`config.mk`:
```
export PLATFORM = sky130hd
export DESIGN_NAME = bus_decoder
export DESIGN_NICKNAME = d
export VERILOG_FILES = /design/src/hw/bus_pkg.sv /design/src/hw/bus_decoder.sv
export VERILOG_INCLUDE_DIRS = /design/src /design/src/hw
export SDC_FILE = /design/constraint.sdc
export NUM_CORES = 1
export LEC_CHECK = 0
export BUFFER_PORTS_ARGS = -buffer_cell sky130_fd_sc_hd__buf_2
export CAP_MARGIN = 20
export CELL_PAD_IN_SITES_DETAIL_PLACEMENT = 1
export CELL_PAD_IN_SITES_GLOBAL_PLACEMENT = 1
export CORE_MARGIN = 5
export CORE_UTILIZATION = 10
export CTS_CLUSTER_DIAMETER = 150
export CTS_CLUSTER_SIZE = 12
export DETAILED_ROUTE_END_ITERATION = 12
export HOLD_SLACK_MARGIN = 0.12
export MAX_ROUTING_LAYER = met4
export PLACE_DENSITY = 0.86
export SYNTH_ARGS = -nofsm -noshare
export SYNTH_HDL_FRONTEND = slang
export SYNTH_SLANG_ARGS = --single-unit
```
`constraint.sdc`:
```
create_clock -name clk_25mhz -period 1.2 [get_ports clk_25mhz]
set_input_delay 0.24 -clock clk_25mhz [delete_from_list [all_inputs] [get_ports clk_25mhz]]
set_output_delay 0.24 -clock clk_25mhz [all_outputs]
set_load 0.02 [all_outputs]
```
`src/hw/stepper_config.svh`:
```
`ifndef STEPPER_CONFIG_SVH
`define STEPPER_CONFIG_SVH

// data ram window
`define STEPPER_RAM_BASE 32'h0000_1000
`define STEPPER_RAM_WORDS 1024

// io register window
`define STEPPER_IO_BASE 32'h1000_0000
`define STEPPER_IO_SPAN 32'h0000_0040

// step high time in clocks
`define STEPPER_STEP_PULSE 4

// shorter periods get clamped up to this
`define STEPPER_PERIOD_MIN 8

// sck divider after reset
`define STEPPER_SPI_DIV_RESET 8'd3

`endif

```
`src/hw/bus_pkg.sv`:
```
package bus_pkg;

  // host bus word and address
  typedef logic [31:0] bus_addr_t;
  typedef logic [31:0] bus_data_t;

  // one bit per byte lane, zero means read
  typedef logic [3:0] bus_strb_t;

  // word offsets inside the io window
  typedef enum logic [5:0] {
    spi_tx_lower = 6'h00,
    // only bits 7..0 are kept
    spi_tx_upper = 6'h04,
    spi_rx_lower = 6'h08,
    spi_rx_upper = 6'h0C,
    // bit 0 start or busy, bits 15..8 divider
    spi_ctrl     = 6'h10,
    step_period  = 6'h14,
    // a write loads and starts a move
    step_count   = 6'h18,
    // bit 0 direction, bit 1 driver enable
    step_ctrl    = 6'h1C,
    step_status  = 6'h20
  } io_reg_e;

endpackage

```
`src/hw/bus_decoder.sv`:
```
`timescale 1ns/1ps
`include "stepper_config.svh"

module bus_decoder import bus_pkg::*; (
  input  logic      clk_25mhz,
  input  logic      rst_n,
  input  logic      mem_valid,
  input  bus_addr_t mem_addr,
  input  logic      ram_ready,
  input  logic      io_ready,
  input  bus_data_t ram_rdata,
  input  bus_data_t io_rdata,
  output logic      mem_ready,
  output bus_data_t mem_rdata,
  output logic      ram_sel,
  output logic      io_sel,
  output logic      bus_fault
);

  // window bounds, upper bound exclusive
  localparam bus_addr_t ram_lo = `STEPPER_RAM_BASE;
  localparam bus_addr_t ram_hi = `STEPPER_RAM_BASE + 4 * `STEPPER_RAM_WORDS;
  localparam bus_addr_t io_lo = `STEPPER_IO_BASE;
  localparam bus_addr_t io_hi = `STEPPER_IO_BASE + `STEPPER_IO_SPAN;

  logic ram_hit;
  logic io_hit;
  logic accept;
  logic busy;
  logic fault_sel;
  logic fault_ready;

  assign ram_hit = (mem_addr >= ram_lo) && (mem_addr < ram_hi);
  assign io_hit = (mem_addr >= io_lo) && (mem_addr < io_hi);

  // new request only when nothing is outstanding
  // valid is still high on the ready edge, so busy holds through it
  assign accept = mem_valid && !busy;

  always_ff @(posedge clk_25mhz) begin
    if (!rst_n) begin
      busy        <= 1'b0;
      ram_sel     <= 1'b0;
      io_sel      <= 1'b0;
      fault_sel   <= 1'b0;
      fault_ready <= 1'b0;
    end else begin
      // one-hot select, one cycle wide
      ram_sel   <= accept && ram_hit;
      io_sel    <= accept && io_hit;
      fault_sel <= accept && !ram_hit && !io_hit;
      // unmapped access answers with the same latency as a target
      fault_ready <= fault_sel;
      if (accept) begin
        busy <= 1'b1;
      end else if (mem_ready) begin
        busy <= 1'b0;
      end
    end
  end

  assign bus_fault = fault_ready;
  assign mem_ready = ram_ready | io_ready | fault_ready;

  // fault and idle return zero
  always_comb begin
    if (ram_ready) begin
      mem_rdata = ram_rdata;
    end else if (io_ready) begin
      mem_rdata = io_rdata;
    end else begin
      mem_rdata = '0;
    end
  end

endmodule

```
==> impl_summary.txt, run 1 <==
----------------------------------------------------
[Placement]
  Final RePlAce weighted congestion ... 0.7232
  Detailed-placement wirelength estimate ... 3251 um
  Number of I/O port buffers ... 130

[Min path]
  WHS Path Cells ... 2
  Hold Crit Endpoint ... bus_fault$_SDFF_PN0_
  Startpoint of the most critical hold path ... rst_n
  HP Class ... input port to flip-flop

[Yosys]
  Cell area after synthesis ... 550.5 sq um
  Library cells used by synthesis ... 18
  Xor and xnor fraction of the mapped netlist area ... 0%
  Simple-Gate Fraction of Synth Area ... 22.05%
  Cell count after synthesis ... 68
  Top area cells in the synthesized netlist ... a22o_1, dfxtp_1, nor4_1
  Mux share of post-synthesis cell area ... 0%
  Portion of the post-synthesis area used by sequential elements ... about 18%
  Top cells by instance count after synthesis ... a22o_1, nor4_1, dfxtp_1, nand2_1, buf_2
  Yosys top cell area share ... 49.32%
  Top cell type by total area after synthesis ... a22o_1
  Number of enable-type register cells in the synthesized netlist ... 0
  Library cell with the highest instance count after synthesis ... a22o_1
  Synthesized-area fraction occupied by adder cells ... 0%
  Fraction of synthesis flops using an asynchronous set or reset pin ... 0%
  Syn_area_per_cell ... roughly 8.1 sq um
  Most used DFF post-synth ... dfxtp_1
  Largest family of logic cells by synthesized area ... compound AO/OA/AOI/OAI gates
  Syn. warnings ... 0
  Syn Nets ... 169
  Total of flip-flops plus latches after synthesis ... 5
  Synth Area in Compound Gates ... 54.09%

[Die]
  Die Span X ... 84.20 um
  Die Ht ... 84.20 um
  Floorplan row count ... 27
  DIE AREA ... 7089 sq um
  Core region area ... 5439 sq um
  Starting density of the core ... ~10%
  Top-level I/O count ... 137

[Power and ir drop]
  Switching part of the total power ... 32.49%
  Sequential share of power ... 15.5%
  Fraction of power consumed by combinational cells ... 57.5%
  Total chip power ... 0.001138 W
  Clk pwr share ... a little over a quarter
  Total internal power ... 0.0007680 W
  Switching power total ... roughly 0.00037 W
  Standby leakage power ... 0.8873 nW
  Maximum vdd ir drop ... ~0.00039 V
  PD cells ... 683.2 nW/um^2

[Global route]
  Vias in the first global route ... between 1000 and 1500
  GRT Resource Usage Total ... a little under an eighth
  First-pass GRT wire length ... 6561 um
  Antenna violations before repair ... 0
  Largest net degree at the start of global routing ... 18
  Total congestion overflow after global routing ... 0

[Clock network]
  Clk sinks ... 5
  Cell at the root of the clock tree ... clkbuf_8
  Insertion delay of the later-clocked pin in the worst-skew pair ... 0.22 ns
  Clock tree from TritonCTS ... yes
  Maximum level of the CTS H-tree ... 1
  Clock transition at the registers of the reported paths ... 0.04 ns
  Maximum root-to-sink buffer count ... 2
  Count of hold-fix buffers inserted at cts ... 0
  CTS buffer count ... 3

[Critical path]
  Type of the worst setup path ... flip-flop to output port
  Setup crit end kind ... output port
  Worst r2r src ... busy$_SDFFE_PN0P_
  Critical path data required time ... 0.96 ns
  Start point of the critical path ... bus_fault$_SDFF_PN0_
  Worst Setup Start Kind ... flip-flop
  Maximum fanout along the worst path ... 2
  FF-to-FF End ... io_sel$_SDFF_PN0_
  FF-to-FF setup slack ... 0.12 ns
  Worst reg2reg path depth ... 2
  Crit path DAT ... 1.00 ns

[Routing]
  # DRC ... 0
  Via Count ... 1173
  Routed via count divided by cell count ... 4.219
  Count of antenna-violating nets left after detailed routing ... 0
  Final wirelength ... 4270 um
  DRC violation total after the first TritonRoute iteration ... 22
  DRT Pass-1 Iters ... 4
  Final routed wire length divided by cell count ... 15.36 um

[Timing]
  Clock skew ... between 0.001 and 0.0015 ns
  Final setup fails ... 11
  Final setup margin ... -0.04104 ns
  Final Max Slew Viols ... 0
  Worst Tran Pin Value ... between 0.3 and 0.4 ns
  Peak clock frequency supported by timing ... between 800 and 900 MHz
  Final cycle utilization of the critical path ... 103.4%
  Headroom to the max-slew limit ... around three quarters
  Final critical delay including setup and external delays ... 1.241 ns
  Unrepaired setup endpoints after global routing ... true
  Final-report hold violation count ... 0

[Outcome]
  Violated checks ... setup timing
  Run status ... finished with violations

[Finish]
  Post-Route Utilization ... 30.62%
  Share of post-route cells with drive strength above 1 ... 72.82%
  Ant diodes ... 0
  Number of nets in the final layout ... 308
  Area growth from synthesis to layout ... 202.5%

[Job]
  Count of maximum capacitance violations ... 0

----------------------------------------------------
[sequential cells by signal (all words and copies together) (netlist names)]
signal,count
ram_sel,1
fault_sel,1
busy,1
io_sel,1
bus_fault,1
[placed cells by master, fill, tap and decap left out, types with 2 or more instances in the layout]
cell type / count
a22o_1: 30
buf_12: 4
buf_2: 102
buf_4: 5
buf_6: 27
clkbuf_8: 3
dfxtp_1: 4
nand2_1: 5
nor2_1: 2
nor2b_4: 2
nor4_1: 6
[routing by layer]
metal	part of all wire, %	global-route usage [%]
met5	0	-
met1	37	12.74
met4	0.54	2.193
met3	6.6	1.963
met2	55	21.81
[how the worst max path moves through the flow]
stage               depth (start not counted)  slack (ns)       endpoint
CTS                                         2       -0.04      mem_ready
detailed placement                          4       -0.78  mem_rdata[26]
global route                                2       -0.06      mem_ready
floorplan                                   4       -0.06  mem_rdata[26]
global placement                            4       -0.71  mem_rdata[26]
finish                                      2       -0.04      mem_ready
[repair_timing]
| action | CTS | global route |
|---|---|---|
| cloned | 2 | 0 |
| pin swaps | 4 | 1 |
| hold endpoints to repair | 0 | 0 |
| resized for setup | 60 | 8 |
| setup buffers | 7 | 0 |
| setup endpoints to repair | 33 | 23 |
[critical path, cell delays in order (launching register included)]
cell	delay, ns
dfxtp_2	0.31
or3_4	0.33
buf_6	0.14
[kinds of logic (layout without fill, tap and decap cells)]
logic type,count (synthesis),in the layout
AO/OA/AOI/OAI,35,35
AND/OR/NAND/NOR,21,22
buffers and inverters,7,144
flip-flops,5,5
[power groups by stage]
stage | sequential (W) | clock (W) | combinational (W)
after floorplan | 0.000179 | 0 | 0.000243
after global placement | 0.000178 | 0 | 0.000486
after detailed placement | 0.000178 | 0 | 0.000497
after CTS | 0.000176 | 0.000316 | 0.000644
after global routing | 0.000177 | 0.000332 | 0.000694
final | 0.000177 | 0.000307 | 0.000654
[per-stage QoR]
| step | hold slack (ns) | std cells | setup WS (ns) | TNS [ns] | cell area, sq um |
|---|---|---|---|---|---|
| finish | 0.2672 | 278 | -0.04104 | -0.1493 | 1665 |
| global route | 0.2732 | 278 | -0.06276 | -0.4034 | 1665 |
| CTS | 0.2683 | 278 | -0.04474 | -0.1715 | 1642 |
| detailed placement | 0.4378 | 265 | -0.7796 | -23.87 | 1286 |
| global placement | 0.4324 | 265 | -0.7112 | -22.14 | 1286 |
| floorplan | 0.3617 | 68 | -0.06178 | -1.591 | 560.5 |
[area by class of cell]
class                      instances  area (sq um)
fill                             687          3774
timing repair buffer             140         974.7
multi-input combinational         57         454.2
sequential                         5         101.3
tap                               72         90.09
clock buffer                       4         45.04
Note: power is estimated with default switching activity, not from simulation.
==> inputs of run 2 (changes only) <==
==> constraint.sdc (replaced) <==
create_clock -name clk_25mhz -period 1.2 [get_ports clk_25mhz]
set_input_delay 0.18 -clock clk_25mhz [delete_from_list [all_inputs] [get_ports clk_25mhz]]
set_output_delay 0.18 -clock clk_25mhz [all_outputs]
set_load 0.02 [all_outputs]
==> impl_summary.txt, run 2 (synthesis results as in run 1) <==
----------------------------------------------------
[Timing]
  Peak clock frequency supported by timing ... 836.8 MHz
  Final-report hold violation count ... 0
  Final cycle utilization of the critical path ... approximately 100%
  Unrepaired setup endpoints after global routing ... true
  Clock skew ... 0.004401 ns
  Total negative slack for setup checks ... 0 ns
  Final critical delay including setup and external delays ... 1.195 ns
  Worst Tran Pin Value ... 0.3547 ns
  Minimum hold slack ... 0.1984 ns
  Headroom to the max-slew limit ... 76.02%
  Final setup fails ... 0
  Final Max Slew Viols ... 0

[Die]
  DIE AREA ... ~7100 sq um
  Die Span X ... between 80 and 90 um
  Die Ht ... 84.20 um
  Core region area ... 5439 sq um
  Floorplan row count ... 27
  Top-level I/O count ... 137
  Starting density of the core ... 10.12%

[Clock network]
  Clock transition at the registers of the reported paths ... 0.04 ns
  Clock tree from TritonCTS ... yes
  Clk sinks ... 5
  Post CTS Setup Buffer Count ... 0
  Count of hold-fix buffers inserted at cts ... 0
  Maximum level of the CTS H-tree ... 1
  CTS buffer count ... 3
  Cell at the root of the clock tree ... clkbuf_8
  Insertion delay of the later-clocked pin in the worst-skew pair ... 0.22 ns
  Maximum root-to-sink buffer count ... 2

[Critical path]
  Worst reg2reg path depth ... 2
  Crit path DAT ... slightly above 1 ns
  CP max stage cell ... or3_4
  Critical path data required time ... 1.02 ns
  Ordered cell list for the critical path ... or3_4 -> buf_6
  Maximum fanout along the worst path ... 2
  Worst Setup Start Kind ... flip-flop
  Type of the worst setup path ... flip-flop to output port
  Setup crit end kind ... output port
  Delay contributed by the slowest stage of the critical path ... between 0.3 and 0.4 ns

[Routing]
  Via Count ... 1118
  Final wirelength ... 3673 um
  Routed via count divided by cell count ... 4.110
  # DRC ... 0
  DRT Pass-1 Iters ... 4
  Count of antenna-violating nets left after detailed routing ... 0
  Final routed wire length divided by cell count ... 13.50 um
  DRC violation total after the first TritonRoute iteration ... 8

[Global route]
  Vias in the first global route ... 1178
  GRT Resource Usage Total ... 9.571%
  Largest net degree at the start of global routing ... 29
  Antenna violations before repair ... 0
  Total congestion overflow after global routing ... 0
  First-pass GRT wire length ... approximately 5600 um

[Finish]
  Share of post-route cells with drive strength above 1 ... 72.00%
  Ant diodes ... 0
  Highest-count cells in the layout ignoring fill and taps ... buf_2, a22o_1, nor4_1
  Post-Route Utilization ... 25.60%
  Area growth from synthesis to layout ... 153.0%
  Number of nets in the final layout ... 302
  Most common cell after layout, fill and taps aside ... buf_2

[Min path]
  HP Class ... input port to flip-flop
  WHS Path Cells ... 2

[Outcome]
  Run status ... complete, no violations

[Power and ir drop]
  PD cells ... 714.6 nW/um^2
  Standby leakage power ... 0.7908 nW
  Maximum vdd ir drop ... 0.0004154 V

[Placement]
  Number of I/O port buffers ... 130
  Final RePlAce weighted congestion ... 0.8137
  Detailed-placement wirelength estimate ... 3324 um

[Job]
  Count of maximum capacitance violations ... 0

----------------------------------------------------
## run 2: cell type report
cell class              count  area [sq um]
fillers                   688          4046
repair buffers            135         723.2
multi-input cells          56         431.7
flip-flops and latches      5         101.3
well taps                  72         90.09
clock buffers               3         41.29
clock inverters             1         5.005
## run 2: final timing paths
path                         from              endpoint  slack [ns]
min reg2reg  fault_sel$_SDFF_PN0_  bus_fault$_SDFF_PN0_        0.44
max reg2reg     busy$_SDFFE_PN0P_     io_sel$_SDFF_PN0_        0.15
max          bus_fault$_SDFF_PN0_             mem_ready       0.005
min                         rst_n  bus_fault$_SDFF_PN0_        0.20
## run 2: critical path, delay by kind of cell, from the launching register on
family                 cells  cell delay [ns]
buffers and inverters      1             0.14
AND/OR/NAND/NOR            1             0.34
flip-flops                 1             0.31
## run 2: per-layer routing
metal / track usage [%] / up-vias / wire length (um)
li1: - / 546 / -
met2: 18.44 / 75 / 1930
met4: 1.316 / 0 / 0
met3: 3.238 / 0 / 446
met1: 9.421 / 497 / 1296
met5: - / - / 0
## run 2: power by group
| group | switching [W] | internal, W | total, W |
|---|---|---|---|
| logic | 0.000254 | 0.000258 | 0.000512 |
| clock network | 0.0000844 | 0.000223 | 0.000308 |
| registers | 0.00000250 | 0.000173 | 0.000176 |
| total | 0.000341 | 0.000654 | 0.000995 |
## run 2: metrics by stage
step                 power, W  worst slack [ns]  cells  area, sq um
CTS                  0.001012         -0.003979    272         1388
detailed placement  0.0006894          -0.05937    268         1325
floorplan           0.0004175           0.01719     68        550.5
global placement    0.0006788         -0.008149    268         1325
global route         0.001057          -0.02717    272         1393
finish              0.0009951          0.004998    272         1393
## run 2: timing repair
item,in CTS,in global routing
pin swaps,0,0
gates resized for setup,4,2
setup endpoints to repair,6,23
==> inputs of run 3 (changes only) <==
--- a/config.mk
+++ b/config.mk
@@ -6,7 +6,7 @@
 export SDC_FILE = /design/constraint.sdc
 export NUM_CORES = 1
 export LEC_CHECK = 0
-export BUFFER_PORTS_ARGS = -buffer_cell sky130_fd_sc_hd__buf_2
+export BUFFER_PORTS_ARGS = -buffer_cell sky130_fd_sc_hd__buf_4
 export CAP_MARGIN = 20
 export CELL_PAD_IN_SITES_DETAIL_PLACEMENT = 1
 export CELL_PAD_IN_SITES_GLOBAL_PLACEMENT = 1
==> impl_summary.txt, run 3 (synthesis results as in run 1) <==
----------------------------------------------------
[Timing]
  Final critical delay including setup and external delays ... 1.189 ns
  Total negative slack for setup checks ... 0 ns
  Final setup fails ... 0
  Final-report hold violation count ... 0
  Clock skew ... 0.0002358 ns
  Final setup margin ... 0.01071 ns
  Headroom to the max-slew limit ... 77.21%
  Worst Tran Pin Value ... 0.3388 ns
  Peak clock frequency supported by timing ... 840.8 MHz
  Final Max Slew Viols ... 0
  Unrepaired setup endpoints after global routing ... true
  Minimum hold slack ... roughly 0.19 ns
  Final cycle utilization of the critical path ... 99.11%

[Finish]
  Area growth from synthesis to layout ... 228.4%
  Number of nets in the final layout ... 301
  Share of post-route cells with drive strength above 1 ... between 70% and 80%
  Highest-count cells in the layout ignoring fill and taps ... buf_4, a22o_1, buf_6
  Most common cell after layout, fill and taps aside ... buf_4
  Ant diodes ... 0

[Routing]
  # DRC ... 0
  DRT Pass-1 Iters ... 4
  Final wirelength ... around 4100 um
  Via Count ... 1127
  DRC violation total after the first TritonRoute iteration ... 11
  Count of antenna-violating nets left after detailed routing ... 0
  Final routed wire length divided by cell count ... roughly 15 um
  Routed via count divided by cell count ... between 4 and 5

[Critical path]
  CP max stage cell ... or3_4
  Setup crit end kind ... output port
  Critical path data required time ... 1.02 ns
  Worst reg2reg path depth ... 2
  Type of the worst setup path ... flip-flop to output port
  Start point of the critical path ... bus_fault$_SDFF_PN0_
  Delay contributed by the slowest stage of the critical path ... 0.34 ns
  Worst Setup Start Kind ... flip-flop
  Worst r2r src ... busy$_SDFFE_PN0P_
  Maximum fanout along the worst path ... 2
  FF-to-FF setup slack ... about 0.2 ns
  Ordered cell list for the critical path ... or3_4 -> buf_6
  Crit path DAT ... 1.01 ns
  FF-to-FF End ... io_sel$_SDFF_PN0_

[Placement]
  Final RePlAce weighted congestion ... 0.7965
  Number of I/O port buffers ... 130
  Detailed-placement wirelength estimate ... 3340 um
  Pre-CTS setup slack ... -0.08567 ns

[Power and ir drop]
  PD cells ... 650.4 nW/um^2
  Maximum vdd ir drop ... 0.0003852 V
  Standby leakage power ... 0.9153 nW

[Global route]
  Highest-utilization routing layer at the global route stage ... met2
  Antenna violations before repair ... 0
  GRT Resource Usage Total ... 10.36%
  Total congestion overflow after global routing ... 0
  Vias in the first global route ... between 1000 and 1500
  First-pass GRT wire length ... 5947 um
  Met1 track utilization from global routing ... 10.53%
  GR met3 Demand/Resource ... 2.944%
  Global routing met2 resource utilization ... roughly a fifth
  Largest net degree at the start of global routing ... 32

[Die]
  Top-level I/O count ... 137
  Die Ht ... 84.20 um
  Core region area ... about 5400 sq um
  Die Span X ... 84.20 um
  Starting density of the core ... 10.12%
  Floorplan row count ... 27
  DIE AREA ... 7089 sq um

[Min path]
  WHS Path Cells ... 2
  Startpoint of the most critical hold path ... rst_n
  Hold Crit Endpoint ... bus_fault$_SDFF_PN0_
  HP Class ... input port to flip-flop

[Clock network]
  Insertion delay of the later-clocked pin in the worst-skew pair ... 0.22 ns
  Maximum level of the CTS H-tree ... 1
  Maximum root-to-sink buffer count ... 2
  Clk sinks ... 5
  Cell at the root of the clock tree ... clkbuf_8
  Post CTS Setup Buffer Count ... 0
  Clock transition at the registers of the reported paths ... 0.03 ns
  CTS buffer count ... 3
  Clock tree from TritonCTS ... yes

[Outcome]
  Run status ... complete, no violations

[Job]
  Count of maximum capacitance violations ... 0

----------------------------------------------------
-- run 3: cell types whose count changed in the layout (fill, tap and decap cells not counted), sizes merged --
cell and change:
clkinv -1, buf -3, clkbuf +3
-- run 3: metal layers --
metal	routed length [um]	part of all wire, %	vias to the layer above
li1	-	-	545
met1	1462	35	501
met2	2220	54	75
met3	401	9.7	6
met4	58	1.4	0
met5	0	0	-
-- run 3: layout make-up --
class	instances	area [sq um]
multi-input cells	56	431.7
fillers	659	3631
well taps	72	90.09
clock buffers	4	45.04
flip-flops and latches	5	101.3
repair buffers	134	1140
-- run 3: repair_timing --
item | 4_1_cts | 5_1_grt
hold buffers | 0 | 0
gates resized for setup | 2 | 24
pin swaps | 0 | 3
hold endpoints to repair | 0 | 0
cloned | 0 | 2
setup endpoints to repair | 1 | 5
-- run 3: worst max path at each step --
stage	cells after the start	end
final	2	mem_ready
after detailed placement	4	fault_sel$_SDFF_PN0_
after global routing	5	mem_rdata[17]
after floorplan	3	mem_rdata[24]
after CTS	2	mem_ready
after global placement	4	fault_sel$_SDFF_PN0_
-- run 3: worst max-delay path: cells and delay by family, from the launching register on --
family                 cells  cell delay (ns)
and+or+nand+nor            1             0.34
buffers and inverters      1             0.14
DFF                        1             0.31
-- run 3: power by group --
| part | internal (W) | switching [W] |
|---|---|---|
| clock | 0.000228 | 0.0000768 |
| combinational | 0.000423 | 0.000272 |
| sequential | 0.000173 | 0.00000307 |
| total | 0.000824 | 0.000352 |
-- run 3: per-stage QoR --
| stage | util, % | instance area [sq um] | cells | power (W) |
|---|---|---|---|---|
| 6_report | 33.24 | 1808 | 271 | 0.001176 |
| 5_1_grt | 33.24 | 1808 | 271 | 0.001240 |
| 4_1_cts | 30.69 | 1669 | 269 | 0.001129 |
| 3_5_place_dp | 29.70 | 1615 | 265 | 0.0008140 |
| 3_3_place_gp | 29.70 | 1615 | 265 | 0.0008021 |
| 2_1_floorplan | - | 550.5 | 68 | 0.0004175 |
