===== config.mk =====
export PLATFORM = sky130hd
export DESIGN_NAME = io_block
export DESIGN_NICKNAME = d
export VERILOG_FILES = /design/src/hw/bus_pkg.sv /design/src/hw/motor_pkg.sv /design/src/hw/spi_master.sv /design/src/hw/step_generator.sv /design/src/hw/io_block.sv
export VERILOG_INCLUDE_DIRS = /design/src /design/src/hw
export SDC_FILE = /design/constraint.sdc
export NUM_CORES = 1
export LEC_CHECK = 0
export ABC_AREA = 1
export BUFFER_PORTS_ARGS = -buffer_cell sky130_fd_sc_hd__buf_2
export CAP_MARGIN = 30
export CELL_PAD_IN_SITES_DETAIL_PLACEMENT = 1
export CELL_PAD_IN_SITES_GLOBAL_PLACEMENT = 2
export CORE_MARGIN = 4
export CORE_UTILIZATION = 31
export CTS_CLUSTER_SIZE = 12
export DETAILED_ROUTE_END_ITERATION = 6
export GPL_TIMING_DRIVEN = 0
export HOLD_SLACK_MARGIN = 0.1
export PLACE_DENSITY = 0.8
export SYNTH_ARGS = -nofsm -noshare
export SYNTH_HDL_FRONTEND = slang
export SYNTH_HIERARCHICAL = 1
export SYNTH_SLANG_ARGS = --single-unit

===== constraint.sdc =====
create_clock -name clk_25mhz -period 4 [get_ports clk_25mhz]
set_input_delay 0.8 -clock clk_25mhz [delete_from_list [all_inputs] [get_ports clk_25mhz]]
set_output_delay 0.8 -clock clk_25mhz [all_outputs]
set_load 0.02 [all_outputs]

===== src/hw/stepper_config.svh =====
`ifndef STEPPER_CONFIG_SVH
`define STEPPER_CONFIG_SVH

// data ram window
`define STEPPER_RAM_BASE 32'h0000_1000
`define STEPPER_RAM_WORDS 1024

// io register window
`define STEPPER_IO_BASE 32'h1000_0000
`define STEPPER_IO_SPAN 32'h0000_0040

// step high time in clocks
`define STEPPER_STEP_PULSE 4

// shorter periods get clamped up to this
`define STEPPER_PERIOD_MIN 8

// sck divider after reset
`define STEPPER_SPI_DIV_RESET 8'd3

`endif


===== src/hw/bus_pkg.sv =====
package bus_pkg;

  // host bus word and address
  typedef logic [31:0] bus_addr_t;
  typedef logic [31:0] bus_data_t;

  // one bit per byte lane, zero means read
  typedef logic [3:0] bus_strb_t;

  // word offsets inside the io window
  typedef enum logic [5:0] {
    spi_tx_lower = 6'h00,
    // only bits 7..0 are kept
    spi_tx_upper = 6'h04,
    spi_rx_lower = 6'h08,
    spi_rx_upper = 6'h0C,
    // bit 0 start or busy, bits 15..8 divider
    spi_ctrl     = 6'h10,
    step_period  = 6'h14,
    // a write loads and starts a move
    step_count   = 6'h18,
    // bit 0 direction, bit 1 driver enable
    step_ctrl    = 6'h1C,
    step_status  = 6'h20
  } io_reg_e;

endpackage


===== src/hw/motor_pkg.sv =====
package motor_pkg;

  // driver frame length in bits
  localparam int unsigned spi_frame_bits = 40;

  typedef logic [spi_frame_bits-1:0] spi_frame_t;

  // sck half period is div + 1 clocks
  typedef logic [7:0] spi_div_t;

  // counts half periods, lead-in plus two per bit
  typedef logic [6:0] spi_half_t;

  // steps still to go
  typedef logic [15:0] step_count_t;

  // clocks between step rising edges
  typedef logic [15:0] step_period_t;

endpackage


===== src/hw/spi_master.sv =====
`timescale 1ns/1ps

module spi_master import motor_pkg::*; (
  input  logic       clk_25mhz,
  input  logic       rst_n,
  input  logic       start,
  input  spi_frame_t tx,
  input  spi_div_t   div,
  input  logic       miso,
  output logic       busy,
  output spi_frame_t rx,
  output logic       sck,
  output logic       mosi,
  output logic       cs_n
);

  // lead-in half, then high and low halves per bit
  localparam spi_half_t last_half = spi_half_t'(2 * spi_frame_bits);

  spi_div_t   div_q;
  spi_div_t   div_cnt;
  spi_half_t  half_cnt;
  spi_frame_t shreg;
  logic       miso_q;
  logic       half_end;

  assign half_end = busy && (div_cnt == div_q);

  // control path
  always_ff @(posedge clk_25mhz) begin
    if (!rst_n) begin
      busy     <= 1'b0;
      cs_n     <= 1'b1;
      sck      <= 1'b0;
      div_q    <= '0;
      div_cnt  <= '0;
      half_cnt <= '0;
      rx       <= '0;
    end else if (!busy) begin
      if (start) begin
        busy     <= 1'b1;
        cs_n     <= 1'b0;
        div_q    <= div;
        div_cnt  <= '0;
        half_cnt <= '0;
      end
    end else if (half_end) begin
      div_cnt  <= '0;
      half_cnt <= half_cnt + spi_half_t'(1);
      if (half_cnt == last_half) begin
        // trailing half done, release the driver
        busy <= 1'b0;
        cs_n <= 1'b1;
        rx   <= shreg;
      end else begin
        sck <= ~sck;
      end
    end else begin
      div_cnt <= div_cnt + spi_div_t'(1);
    end
  end

  // data path, msb first
  always_ff @(posedge clk_25mhz) begin
    if (!busy && start) begin
      shreg <= tx;
    end else if (half_end && (half_cnt != last_half)) begin
      if (!sck) begin
        // rising sck edge, sample
        miso_q <= miso;
      end else begin
        // falling sck edge, next bit out and sample in
        shreg <= {shreg[spi_frame_bits-2:0], miso_q};
      end
    end
  end

  // line parked low outside a frame
  assign mosi = shreg[spi_frame_bits-1] & ~cs_n;

endmodule


===== src/hw/step_generator.sv =====
`timescale 1ns/1ps
`include "stepper_config.svh"

module step_generator import motor_pkg::*; (
  input  logic         clk_25mhz,
  input  logic         rst_n,
  input  logic         load,
  input  step_count_t  count_in,
  input  step_period_t period,
  input  logic         enable,
  output logic         step,
  output step_count_t  remaining
);

  localparam step_period_t period_min = step_period_t'(`STEPPER_PERIOD_MIN);
  localparam int unsigned pulse_bits = $clog2(`STEPPER_STEP_PULSE + 1);
  localparam logic [pulse_bits-1:0] pulse_last = pulse_bits'(`STEPPER_STEP_PULSE - 1);

  step_period_t eff_period;
  step_period_t per_cnt;
  logic [pulse_bits-1:0] pulse_cnt;
  logic pulse_on;
  logic fire;

  // too short a period would overlap the pulses
  assign eff_period = (period < period_min) ? period_min : period;

  // a load cycle restarts the period, no step on it
  assign fire = enable && !load && (remaining != '0) &&
                (per_cnt == eff_period - step_period_t'(1));

  always_ff @(posedge clk_25mhz) begin
    if (!rst_n) begin
      remaining <= '0;
      per_cnt   <= '0;
      pulse_on  <= 1'b0;
      pulse_cnt <= '0;
    end else if (!enable) begin
      // abort the move
      remaining <= '0;
      per_cnt   <= '0;
      pulse_on  <= 1'b0;
      pulse_cnt <= '0;
    end else begin
      // fixed-width high time
      if (fire) begin
        pulse_on  <= 1'b1;
        pulse_cnt <= pulse_last;
      end else if (pulse_on) begin
        if (pulse_cnt == '0) begin
          pulse_on <= 1'b0;
        end else begin
          pulse_cnt <= pulse_cnt - 1'b1;
        end
      end
      // period timer and step count
      if (load) begin
        remaining <= count_in;
        per_cnt   <= '0;
      end else if (fire) begin
        remaining <= remaining - step_count_t'(1);
        per_cnt   <= '0;
      end else if (remaining != '0) begin
        per_cnt <= per_cnt + step_period_t'(1);
      end
    end
  end

  // pin drops in the same cycle enable goes away
  assign step = pulse_on && enable;

endmodule


===== src/hw/io_block.sv =====
`timescale 1ns/1ps
`include "stepper_config.svh"

module io_block
  import bus_pkg::*;
  import motor_pkg::*;
(
  input  logic      clk_25mhz,
  input  logic      rst_n,
  input  logic      sel,
  input  bus_addr_t addr,
  input  bus_data_t wdata,
  input  bus_strb_t wstrb,
  input  logic      spi_miso,
  output logic      ready,
  output bus_data_t rdata,
  output logic      spi_sck,
  output logic      spi_mosi,
  output logic      spi_cs_n,
  output logic      step,
  output logic      dir,
  output logic      drv_en_n
);

  logic [5:0]   offset;
  logic         wr_en;
  bus_data_t    rd_word;
  logic [31:0]  tx_lo_q;
  logic [7:0]   tx_hi_q;
  spi_div_t     div_q;
  step_period_t period_q;
  step_count_t  count_q;
  logic [1:0]   ctrl_q;
  logic         start_q;
  logic         load_q;
  spi_frame_t   spi_rx;
  logic         spi_busy;
  step_count_t  step_remaining;

  assign offset = addr[5:0];
  // registers only take full-word writes
  assign wr_en = sel && (wstrb == 4'hF);

  always_ff @(posedge clk_25mhz) begin
    if (!rst_n) begin
      tx_lo_q  <= '0;
      tx_hi_q  <= '0;
      div_q    <= `STEPPER_SPI_DIV_RESET;
      period_q <= '0;
      count_q  <= '0;
      ctrl_q   <= '0;
      start_q  <= 1'b0;
      load_q   <= 1'b0;
      ready    <= 1'b0;
    end else begin
      // one-cycle strobes
      start_q <= 1'b0;
      load_q  <= 1'b0;
      ready   <= sel;
      if (wr_en) begin
        case (offset)
          spi_tx_lower: tx_lo_q <= wdata;
          spi_tx_upper: tx_hi_q <= wdata[7:0];
          spi_ctrl: begin
            div_q   <= wdata[15:8];
            start_q <= wdata[0];
          end
          step_period: period_q <= wdata[15:0];
          step_count: begin
            count_q <= wdata[15:0];
            load_q  <= 1'b1;
          end
          step_ctrl: ctrl_q <= wdata[1:0];
          default: ;
        endcase
      end
    end
  end

  // read mux, unknown offsets give zero
  always_comb begin
    case (offset)
      spi_tx_lower: rd_word = tx_lo_q;
      spi_tx_upper: rd_word = {24'h0, tx_hi_q};
      spi_rx_lower: rd_word = spi_rx[31:0];
      spi_rx_upper: rd_word = {24'h0, spi_rx[39:32]};
      spi_ctrl:     rd_word = {16'h0, div_q, 7'h0, spi_busy};
      step_period:  rd_word = {16'h0, period_q};
      step_count:   rd_word = {16'h0, count_q};
      step_ctrl:    rd_word = {30'h0, ctrl_q};
      step_status:  rd_word = {16'h0, step_remaining};
      default:      rd_word = '0;
    endcase
  end

  always_ff @(posedge clk_25mhz) begin
    if (sel) begin
      rdata <= rd_word;
    end
  end

  assign dir = ctrl_q[0];
  assign drv_en_n = ~ctrl_q[1];

  spi_master spi_master_i (
    .clk_25mhz (clk_25mhz),
    .rst_n     (rst_n),
    .start     (start_q),
    .tx        ({tx_hi_q, tx_lo_q}),
    .div       (div_q),
    .miso      (spi_miso),
    .busy      (spi_busy),
    .rx        (spi_rx),
    .sck       (spi_sck),
    .mosi      (spi_mosi),
    .cs_n      (spi_cs_n)
  );

  step_generator step_generator_i (
    .clk_25mhz (clk_25mhz),
    .rst_n     (rst_n),
    .load      (load_q),
    .count_in  (count_q),
    .period    (period_q),
    .enable    (ctrl_q[1]),
    .step      (step),
    .remaining (step_remaining)
  );

endmodule


==> results of run 1 <==
[routing by layer]
metal / vias to the layer above / GRT usage
li1: 5993 / -
met1: 5767 / 0.262
met2: 158 / 0.367
met3: 57 / 0.0256
met4: 4 / 0.0406
met5: - / 0
[logic make-up after synthesis]
group,count (synthesis),synth area share
and+or+nand+nor,951,0.315
adders and majority gates,8,0.00765
DFF,260,0.454
xor gates and xnor gates,32,0.0220
AOI/OAI and AO/OA,232,0.0962
buffers and inverters,336,0.106
[cells in the mapped netlist, types with 4 or more instances]
| cell type | instances | area share |
|---|---|---|
| buf_1 | 7 | 0.0020 |
| o21ai_0 | 123 | 0.047 |
| nand2_2 | 6 | 0.0029 |
| xor2_1 | 17 | 0.011 |
| inv_1 | 246 | 0.071 |
| nand3_1 | 84 | 0.032 |
| clkbuf_1 | 38 | 0.011 |
| nor2_1 | 365 | 0.10 |
| nand2_1 | 382 | 0.11 |
| xnor2_1 | 14 | 0.0094 |
| buf_6 | 8 | 0.0069 |
| o21ai_1 | 26 | 0.0099 |
| dfxtp_1 | 187 | 0.29 |
| nand3_2 | 4 | 0.0031 |
| buf_4 | 11 | 0.0063 |
| nor3_1 | 13 | 0.0050 |
| inv_2 | 13 | 0.0037 |
| nand2_4 | 5 | 0.0043 |
| a21oi_1 | 57 | 0.022 |
| nand3b_1 | 4 | 0.0023 |
| ha_1 | 8 | 0.0077 |
| buf_2 | 7 | 0.0027 |
| a22o_1 | 16 | 0.011 |
| edfxtp_1 | 73 | 0.17 |
| nor2_4 | 12 | 0.010 |
| nand4_1 | 55 | 0.026 |
| nor2_2 | 10 | 0.0048 |
[through the flow]
stage / cell area, sq um / std cells / setup WS (ns)
2_1_floorplan: 13100 / 1819 / 0.685
3_3_place_gp: 14200 / 2435 / -0.736
3_5_place_dp: 14200 / 2436 / 0.651
4_1_cts: 15200 / 2494 / 0.632
5_1_grt: 15300 / 2495 / 0.372
6_report: 15300 / 2495 / 0.656
[state kept, by name (all words and copies together) (netlist names), 2 cells and up]
register                    cells
step_generator_i/pulse_cnt      3
spi_master_i/div_q              8
period_q                       16
count_q                        16
spi_master_i/div_cnt            8
tx_hi_q                         8
spi_master_i/rx                40
rdata                          32
div_q                           8
tx_lo_q                        32
step_generator_i/remaining     16
step_generator_i/per_cnt       16
ctrl_q                          2
spi_master_i/half_cnt           7
spi_master_i/shreg             40
[worst max-delay path by stage]
stage                                        end  slack (ns)                     from  cells after the start
finish              step_generator_i/per_cnt[15]        0.66             period_q[11]                     19
global route        step_generator_i/per_cnt[13]        0.37              period_q[9]                     20
CTS                 step_generator_i/per_cnt[15]        0.63             period_q[11]                     19
detailed placement  step_generator_i/per_cnt[13]        0.65             period_q[11]                     19
global placement          spi_master_i/shreg[14]       -0.74        spi_master_i/busy                      5
floorplan                  spi_master_i/shreg[0]        0.68  spi_master_i/div_cnt[2]                      9
[area by class of cell]
type | count | area, sq um | share of cell area
clock buffer | 40 | 870 | 0.0570
timing repair buffer | 86 | 468 | 0.0307
multi-input combinational | 1223 | 5770 | 0.378
buffer | 74 | 394 | 0.0258
tap | 532 | 666 | 0.0436
clock inverter | 18 | 164 | 0.0107
sequential | 260 | 5940 | 0.389
inverter | 262 | 986 | 0.0646
[power groups by stage]
stage	logic [mW]	registers [mW]	clock network, mW
floorplan	0.0736	2.79	0
global placement	0.193	2.77	0
detailed placement	0.196	2.77	0
CTS	0.197	2.71	2.96
global route	0.214	2.71	3.06
finish	0.197	2.71	2.87
==> results.json, run 1 <==
{
  "clock-sinks": 260,
  "crit_chain": "or2_4, nor2_4, nand2_4, nand2_1, ha_1, inv_1, nor3_1, nand4_2, nor2_1, nand2_1, nand2_1, nand2_1, nor2_1, nand3_2, nor2_4, nor2_4, nand2_4, buf_4, nor2_1",
  "cpMostUsedCell": "nand2_1",
  "clk_path_buf_depth": 3,
  "seqPwrFrac": 0.469,
  "mostFrequentLayoutCells": "nand2_1 (382), nor2_1 (365), inv_1 (246)",
  "wl_per_cell_microns": 18.6,
  "fin_setup_tns_ns": 0,
  "cts_root_buffer": "clkbuf_16",
  "die_area_sq_um": 45500,
  "min_to": "spi_master_i/miso_q",
  "route.top_layer_used": "met5",
  "synth-edff-count": 73,
  "arrival_ns": 3.81,
  "grt_pass1_vias": 12500,
  "fillers": 5191,
  "pwr-share-comb": 0.034,
  "worst_pin_slew_ns": 0.971,
  "fin_crit_ns": 3.34,
  "grt_start_max_net_pins": 36,
  "synth_area_per_cell_sq_um": 7.19,
  "antenna_cells": 0,
  "slew_viol_final": 0,
  "synth_ff_type": "dfxtp_1",
  "worstSetupPathType": "flop to flop",
  "rsz0062_at_grt": "no",
  "num_rows": 74,
  "drtIter0Drc": 567,
  "port_buffers": 84,
  "outcome": "complete, no violations",
  "p_sw_mw": 1.35,
  "maxSlewHeadroom": 0.351,
  "cts_tree": "built",
  "die_height_microns": 213,
  "r2r_end": "step_generator_i/per_cnt[15]",
  "crit_required_ns": 4.47,
  "crit_family": "simple AND/OR/NAND/NOR gates",
  "fin_util": 0.369,
  "drtPass1Iterations": 6,
  "max_cap_viol_count": 0,
  "setup_viol": 0,
  "vias": 12000,
  "critPathSlowestCell": "dfxtp_1",
  "wl_met3_mm": 1.31,
  "wirelength_mm": 46.3,
  "fp.dieW_microns": 213,
  "cts-resized-gates": 0,
  "clock-skew-final_ns": 0.0162,
  "total_power_mw": 5.78,
  "synth_fp_nets": 1899,
  "hpwl_mm": 35.3,
  "r2r_setup_slack_ns": 0.66,
  "clockPowerShare": 0.497,
  "crit_buf_inv": 2,
  "power_density_nw_per_um2": 379,
  "yosysSeqAreaShare": 0.454,
  "syn_to_final_growth_pct": 16.7,
  "cts_buffers": 31,
  "r2r-start": "period_q[11]",
  "wl_met2_mm": 22.9,
  "reg2regPathDepth": 19,
  "p_sw_frac": 0.234,
  "drt-met1-wl_mm": 21.1,
  "antenna_found_initial": 2,
  "cp-end-kind": "flop",
  "hold_path_class": "input pin to flop",
  "ys_warn_count": 6,
  "grt_usage": 0.203,
  "synth_cell_types": 47,
  "cts-hold-fix-buffers": 0,
  "p_leak_nw": 6.33,
  "final_common_cell": "nand2_1",
  "whs_ns": 0.410,
  "whs_path_depth": 1,
  "worstSkewPairLatency_ns": 0.59,
  "nets": 2018,
  "drc_errors": 0,
  "hold_violations": 0,
  "startpoint_type": "flop",
  "crit_path_max_incr_delay_ns": 0.40,
  "netlist_area_sq_um": 13100,
  "synth_cells": 1819,
  "grt_pass1_wl_mm": 72.4,
  "async_reset_ff_frac": 0,
  "start_util": 0.317,
  "coreArea_sq_um": 41300,
  "postCtsSetupRepairBufs": 0,
  "routabilityCongestion": 0.863,
  "synth-seq-cells": 260,
  "clk_pin_slew_ns": 0.07,
  "vdd.ir_drop.worst_mv": 0.342,
  "post-route-period-util": 0.836,
  "io-pin-count": 111,
  "avgViaCountPerCell": 4.80,
  "grt_overflow_total": 0,
  "drive_above_1_share": 0.119,
  "min_from": "spi_miso",
  "drtAntennaViolNets": 0,
  "p_int_mw": 4.43,
  "worstPathMaxFanout": 10,
  "fmax_mhz": 299,
  "cts_max_level": 1
}
Power figures use the tool's default switching activity.
==> inputs of run 2 (changes only) <==
==> constraint.sdc (replaced) <==
create_clock -name clk_25mhz -period 2.88 [get_ports clk_25mhz]
set_input_delay 0.576 -clock clk_25mhz [delete_from_list [all_inputs] [get_ports clk_25mhz]]
set_output_delay 0.576 -clock clk_25mhz [all_outputs]
set_load 0.02 [all_outputs]
==> results.json, run 2 (synthesis gave the netlist of run 1 again) <==
{
  "io-pin-count": 111,
  "detailedPlace.worstSlack_ns": -0.490,
  "place_area_sq_um": 14200,
  "cts_root_buffer": "clkbuf_16",
  "fin_setup_tns_ns": 0,
  "clock-skew-final_ns": 0.0320,
  "clk_path_buf_depth": 3,
  "grt_pass1_vias": 12800,
  "worstSetupPathType": "flop to flop",
  "final_common_cell": "nand2_1",
  "setup_viol": 0,
  "antenna_cells": 0,
  "fmax_mhz": 364,
  "hold_path_class": "input pin to flop",
  "drc_errors": 0,
  "fp.dieW_microns": 213,
  "wirelength_mm": 46.6,
  "post-route-period-util": 0.955,
  "grt_overflow_total": 0,
  "worst_slack_ns": 0.131,
  "startpoint_type": "flop",
  "nets": 2035,
  "crit_required_ns": 3.30,
  "wl_per_cell_microns": 18.5,
  "clock-sinks": 260,
  "cts-hold-fix-buffers": 0,
  "die_area_sq_um": 45500,
  "routabilityCongestion": 0.820,
  "cts_tree": "built",
  "cts_max_level": 2,
  "die_height_microns": 213,
  "start_util": 0.317,
  "reg_top3": "spi_master_i/rx x40, spi_master_i/shreg x40",
  "grt_start_max_net_pins": 36,
  "antenna_found_initial": 1,
  "vias": 12200,
  "outcome": "complete, no violations",
  "drive_above_1_share": 0.139,
  "syn_to_final_growth_pct": 19.7,
  "num_rows": 74,
  "crit_family": "simple AND/OR/NAND/NOR gates",
  "vdd.ir_drop.worst_mv": 0.448,
  "crit_buf_inv": 1,
  "worstSkewPairLatency_ns": 0.55,
  "port_buffers": 84,
  "maxSlewHeadroom": 0.375,
  "arrival_ns": 3.17,
  "fin_crit_ns": 2.75,
  "cp-end-kind": "flop",
  "worst_pin_slew_ns": 0.937,
  "max_cap_viol_count": 0,
  "p_leak_nw": 6.52,
  "mostFrequentLayoutCells": "nand2_1 (377), nor2_1 (359), inv_1 (245)",
  "crit_path_max_incr_delay_ns": 0.44,
  "drtPass1Iterations": 5,
  "critPathSlowestCell": "dfxtp_2",
  "crit_chain": "nor2_4, nand2_1, nor2_4, nand2_4, nand2_4, ha_4, o21ai_0, a211oi_1, nand2_1, nor2_1, nand3_1, nor2_1, nand3_2, nor2_4, nor2_4, nand2_4, clkbuf_16, nor2_1",
  "grt_usage": 0.205,
  "rsz0062_at_grt": "yes",
  "coreArea_sq_um": 41300,
  "grt_pass1_wl_mm": 72.4,
  "slew_viol_final": 0,
  "power_density_nw_per_um2": 538,
  "worstPathMaxFanout": 5,
  "hpwl_mm": 35.0,
  "drtIter0Drc": 616,
  "cpMostUsedCell": "nor2_4",
  "drtAntennaViolNets": 0,
  "clk_pin_slew_ns": 0.06,
  "avgViaCountPerCell": 4.85,
  "design_area_sq_um": 15700,
  "cts_buffers": 35,
  "hold_violations": 0
}
-- run 2: per-layer routing --
metal | vias to the layer above | share of wire | GRT usage | wire length [microns]
met3 | 67 | 0.035 | 0.0290 | 1630
met1 | 5864 | 0.45 | 0.266 | 20800
met4 | 2 | 0.026 | 0.0598 | 1200
li1 | 6043 | - | - | -
met2 | 216 | 0.49 | 0.357 | 22900
met5 | - | 0.00017 | 0 | 8
-- run 2: cell type report --
cell class	instances	area, sq um
multi-input combinational	1223	5900
buffer	74	405
clock inverter	7	108
tap	532	666
clock buffer	56	1050
fill	5173	25600
sequential	260	5960
inverter	262	986
timing repair buffer	99	568
-- run 2: stage by stage --
stage	power (mW)	std cells	utilization	hold slack, ns
after global placement	4.11	2435	0.343	0.459
after global routing	8.72	2513	0.379	0.211
after floorplan	3.97	1819	-	0.444
after detailed placement	4.12	2436	0.344	0.474
after CTS	8.54	2506	0.374	0.199
final	8.41	2513	0.379	0.230
-- run 2: worst register-to-register path: stages (launching register included) --
cell and delay [ns]:
dfxtp_2 0.44, nor2_4 0.07, nand2_1 0.10, nor2_4 0.05
nand2_4 0.09, nand2_4 0.06, ha_4 0.27, o21ai_0 0.08
a211oi_1 0.26, nand2_1 0.10, nor2_1 0.10, nand3_1 0.09
nor2_1 0.14, nand3_2 0.15, nor2_4 0.21, nor2_4 0.08
nand2_4 0.13, clkbuf_16 0.17, nor2_1 0.04
-- run 2: final timing paths --
path	start	end	slack (ns)	cells after the start
worst max-delay path	period_q[9]	step_generator_i/per_cnt[14]	0.13	18
worst min-delay path	spi_miso	spi_master_i/miso_q	0.23	1
worst max register to register	period_q[9]	step_generator_i/per_cnt[14]	0.13	18
worst min register to register	spi_master_i/div_q[3]	spi_master_i/div_q[3]	0.48	2
-- run 2: repair_timing --
item,in CTS,in global routing
gates resized for setup,19,34
pin swaps,6,14
buffers inserted,7,5
setup endpoints to repair,36,36
gates cloned,0,2
-- run 2: power breakdown --
part / internal (mW) / switching (mW) / leakage, nW
clock network: 2.69 / 1.69 / 0.570
registers: 3.76 / 0.00611 / 2.21
logic: 0.0717 / 0.197 / 3.74
==> inputs of run 3 (changes only) <==
--- a/config.mk
+++ b/config.mk
@@ -11,6 +11,7 @@
 export CAP_MARGIN = 30
 export CELL_PAD_IN_SITES_DETAIL_PLACEMENT = 1
 export CELL_PAD_IN_SITES_GLOBAL_PLACEMENT = 2
+export CORE_ASPECT_RATIO = 0.75
 export CORE_MARGIN = 4
 export CORE_UTILIZATION = 31
 export CTS_CLUSTER_SIZE = 12
==> results.json, run 3 (synthesis gave the netlist of run 1 again) <==
{
  "outcome": "complete, no violations",
  "reg_top3": "spi_master_i/rx x40, spi_master_i/shreg x40",
  "vdd.ir_drop.worst_mv": 0.357,
  "clk_path_buf_depth": 3,
  "seqPwrFrac": 0.484,
  "p_int_mw": 5.98,
  "fmax_mhz": 360,
  "hold_path_class": "input pin to flop",
  "worstSkewPairLatency_ns": 0.57,
  "crit_chain": "or2_4, nor2_4, nand2_4, nand2_4, ha_4, inv_2, nor3_4, inv_1, nor2_2, nand3_1, nand2_1, nand2_1, nor2_2, nand3_4, nor2_4, nor2_4, nand2_4, clkbuf_16, nor2_1",
  "die_height_microns": 186,
  "grt_pass1_wl_mm": 72.1,
  "worstSetupPathType": "flop to flop",
  "r2r_end": "step_generator_i/per_cnt[13]",
  "syn_to_final_growth_pct": 18.6,
  "r2r-start": "period_q[11]",
  "startpoint_type": "flop",
  "cts-hold-fix-buffers": 0,
  "crit_path_max_incr_delay_ns": 0.36,
  "drive_above_1_share": 0.135,
  "r2r_setup_slack_ns": 0.10,
  "post-route-period-util": 0.965,
  "power_density_nw_per_um2": 500,
  "antenna_cells": 0,
  "grt_pass1_vias": 12500,
  "drtAntennaViolNets": 0,
  "p_sw_frac": 0.230,
  "routabilityCongestion": 0.865,
  "cts_buffers": 29,
  "maxSlewHeadroom": 0.438,
  "antenna_found_initial": 1,
  "fin_setup_tns_ns": 0,
  "nets": 2033,
  "fin_crit_ns": 2.78,
  "drtPass1Iterations": 5,
  "place_area_sq_um": 14300,
  "min_from": "spi_miso",
  "io-pin-count": 111,
  "clock-sinks": 260,
  "vias": 12400,
  "cp-end-kind": "flop",
  "setup_viol": 0,
  "clk_pin_slew_ns": 0.06,
  "arrival_ns": 3.25,
  "crit_required_ns": 3.35,
  "pwr-share-comb": 0.035,
  "whs_path_depth": 1,
  "port_buffers": 84,
  "min_to": "spi_master_i/miso_q",
  "grt_start_max_net_pins": 28,
  "whs_ns": 0.221,
  "hold_violations": 0,
  "clockPowerShare": 0.480,
  "avgViaCountPerCell": 4.88,
  "worst_pin_slew_ns": 0.840,
  "critPathSlowestCell": "dfxtp_4",
  "hpwl_mm": 36.0,
  "fin_util": 0.376,
  "mostFrequentLayoutCells": "nand2_1 (375), nor2_1 (356), inv_1 (245)",
  "p_sw_mw": 1.78,
  "worstPathMaxFanout": 5,
  "max_cap_viol_count": 0,
  "slew_viol_final": 0,
  "fp.dieW_microns": 245,
  "drtIter0Drc": 817,
  "wirelength_mm": 47.1,
  "grt_overflow_total": 0,
  "start_util": 0.317,
  "cts_root_buffer": "clkbuf_16",
  "wl_per_cell_microns": 18.6,
  "clock-skew-final_ns": 0.0227,
  "coreArea_sq_um": 41200,
  "num_rows": 64,
  "reg2regPathDepth": 19,
  "design_area_sq_um": 15500,
  "grt_usage": 0.203,
  "p_leak_nw": 6.42,
  "cts_max_level": 1,
  "cts_tree": "built",
  "final_common_cell": "nand2_1",
  "drc_errors": 0,
  "die_area_sq_um": 45600
}
[run 3: critical path: cells and delay by family (launching register included)]
family,cells,cell delay [ns]
buffers and inverters,3,0.30
AND/OR/NAND/NOR,15,1.85
adder cells (fa/ha/maj),1,0.16
flip-flops,1,0.36
[run 3: metrics by stage]
stage,cells,power (mW),setup WS (ns)
floorplan,1819,3.97,0.216
global placement,2464,4.11,-0.607
detailed placement,2466,4.12,-0.514
CTS,2525,7.86,0.00146
global route,2537,8.02,-0.0318
finish,2537,7.76,0.101
[run 3: worst max path at each step]
stage / slack (ns) / end / depth (start not counted) / start
after floorplan: 0.22 / step_generator_i/per_cnt[15] / 19 / period_q[12]
after global placement: -0.61 / spi_master_i/shreg[21] / 5 / spi_master_i/busy
after detailed placement: -0.51 / step_generator_i/per_cnt[15] / 20 / period_q[4]
after CTS: 0.001 / step_generator_i/per_cnt[15] / 19 / period_q[12]
after global routing: -0.03 / step_generator_i/per_cnt[13] / 20 / period_q[7]
final: 0.10 / step_generator_i/per_cnt[13] / 19 / period_q[11]
[run 3: per-layer routing]
layer | up-vias | track usage | part of all wire
li1 | 6033 | - | -
met1 | 6022 | 0.306 | 0.51
met2 | 256 | 0.310 | 0.42
met3 | 66 | 0.0210 | 0.041
met4 | 2 | 0.0488 | 0.024
met5 | - | 0 | 0.00028
[run 3: repair_timing]
action,CTS,global route
setup endpoints to repair,36,36
pin swaps,5,16
setup buffers,5,10
resized for setup,14,48
gates cloned,0,2
[run 3: final cells by class]
cell class	instances	area (sq um)
Buffer	74	405
Clock buffer	42	785
Clock inverter	12	131
Fill cell	5128	25700
Inverter	262	988
Multi-Input combinational cell	1223	5910
Sequential cell	260	5970
Tap cell	561	702
Timing Repair Buffer	103	611
[run 3: power by group through the flow]
stage / clock (mW) / sequential, mW / combinational [mW]
2_1_floorplan: 0 / 3.87 / 0.102
3_5_place_dp: 0 / 3.85 / 0.271
3_3_place_gp: 0 / 3.85 / 0.263
6_report: 3.73 / 3.76 / 0.274
4_1_cts: 3.82 / 3.76 / 0.274
5_1_grt: 3.97 / 3.76 / 0.299
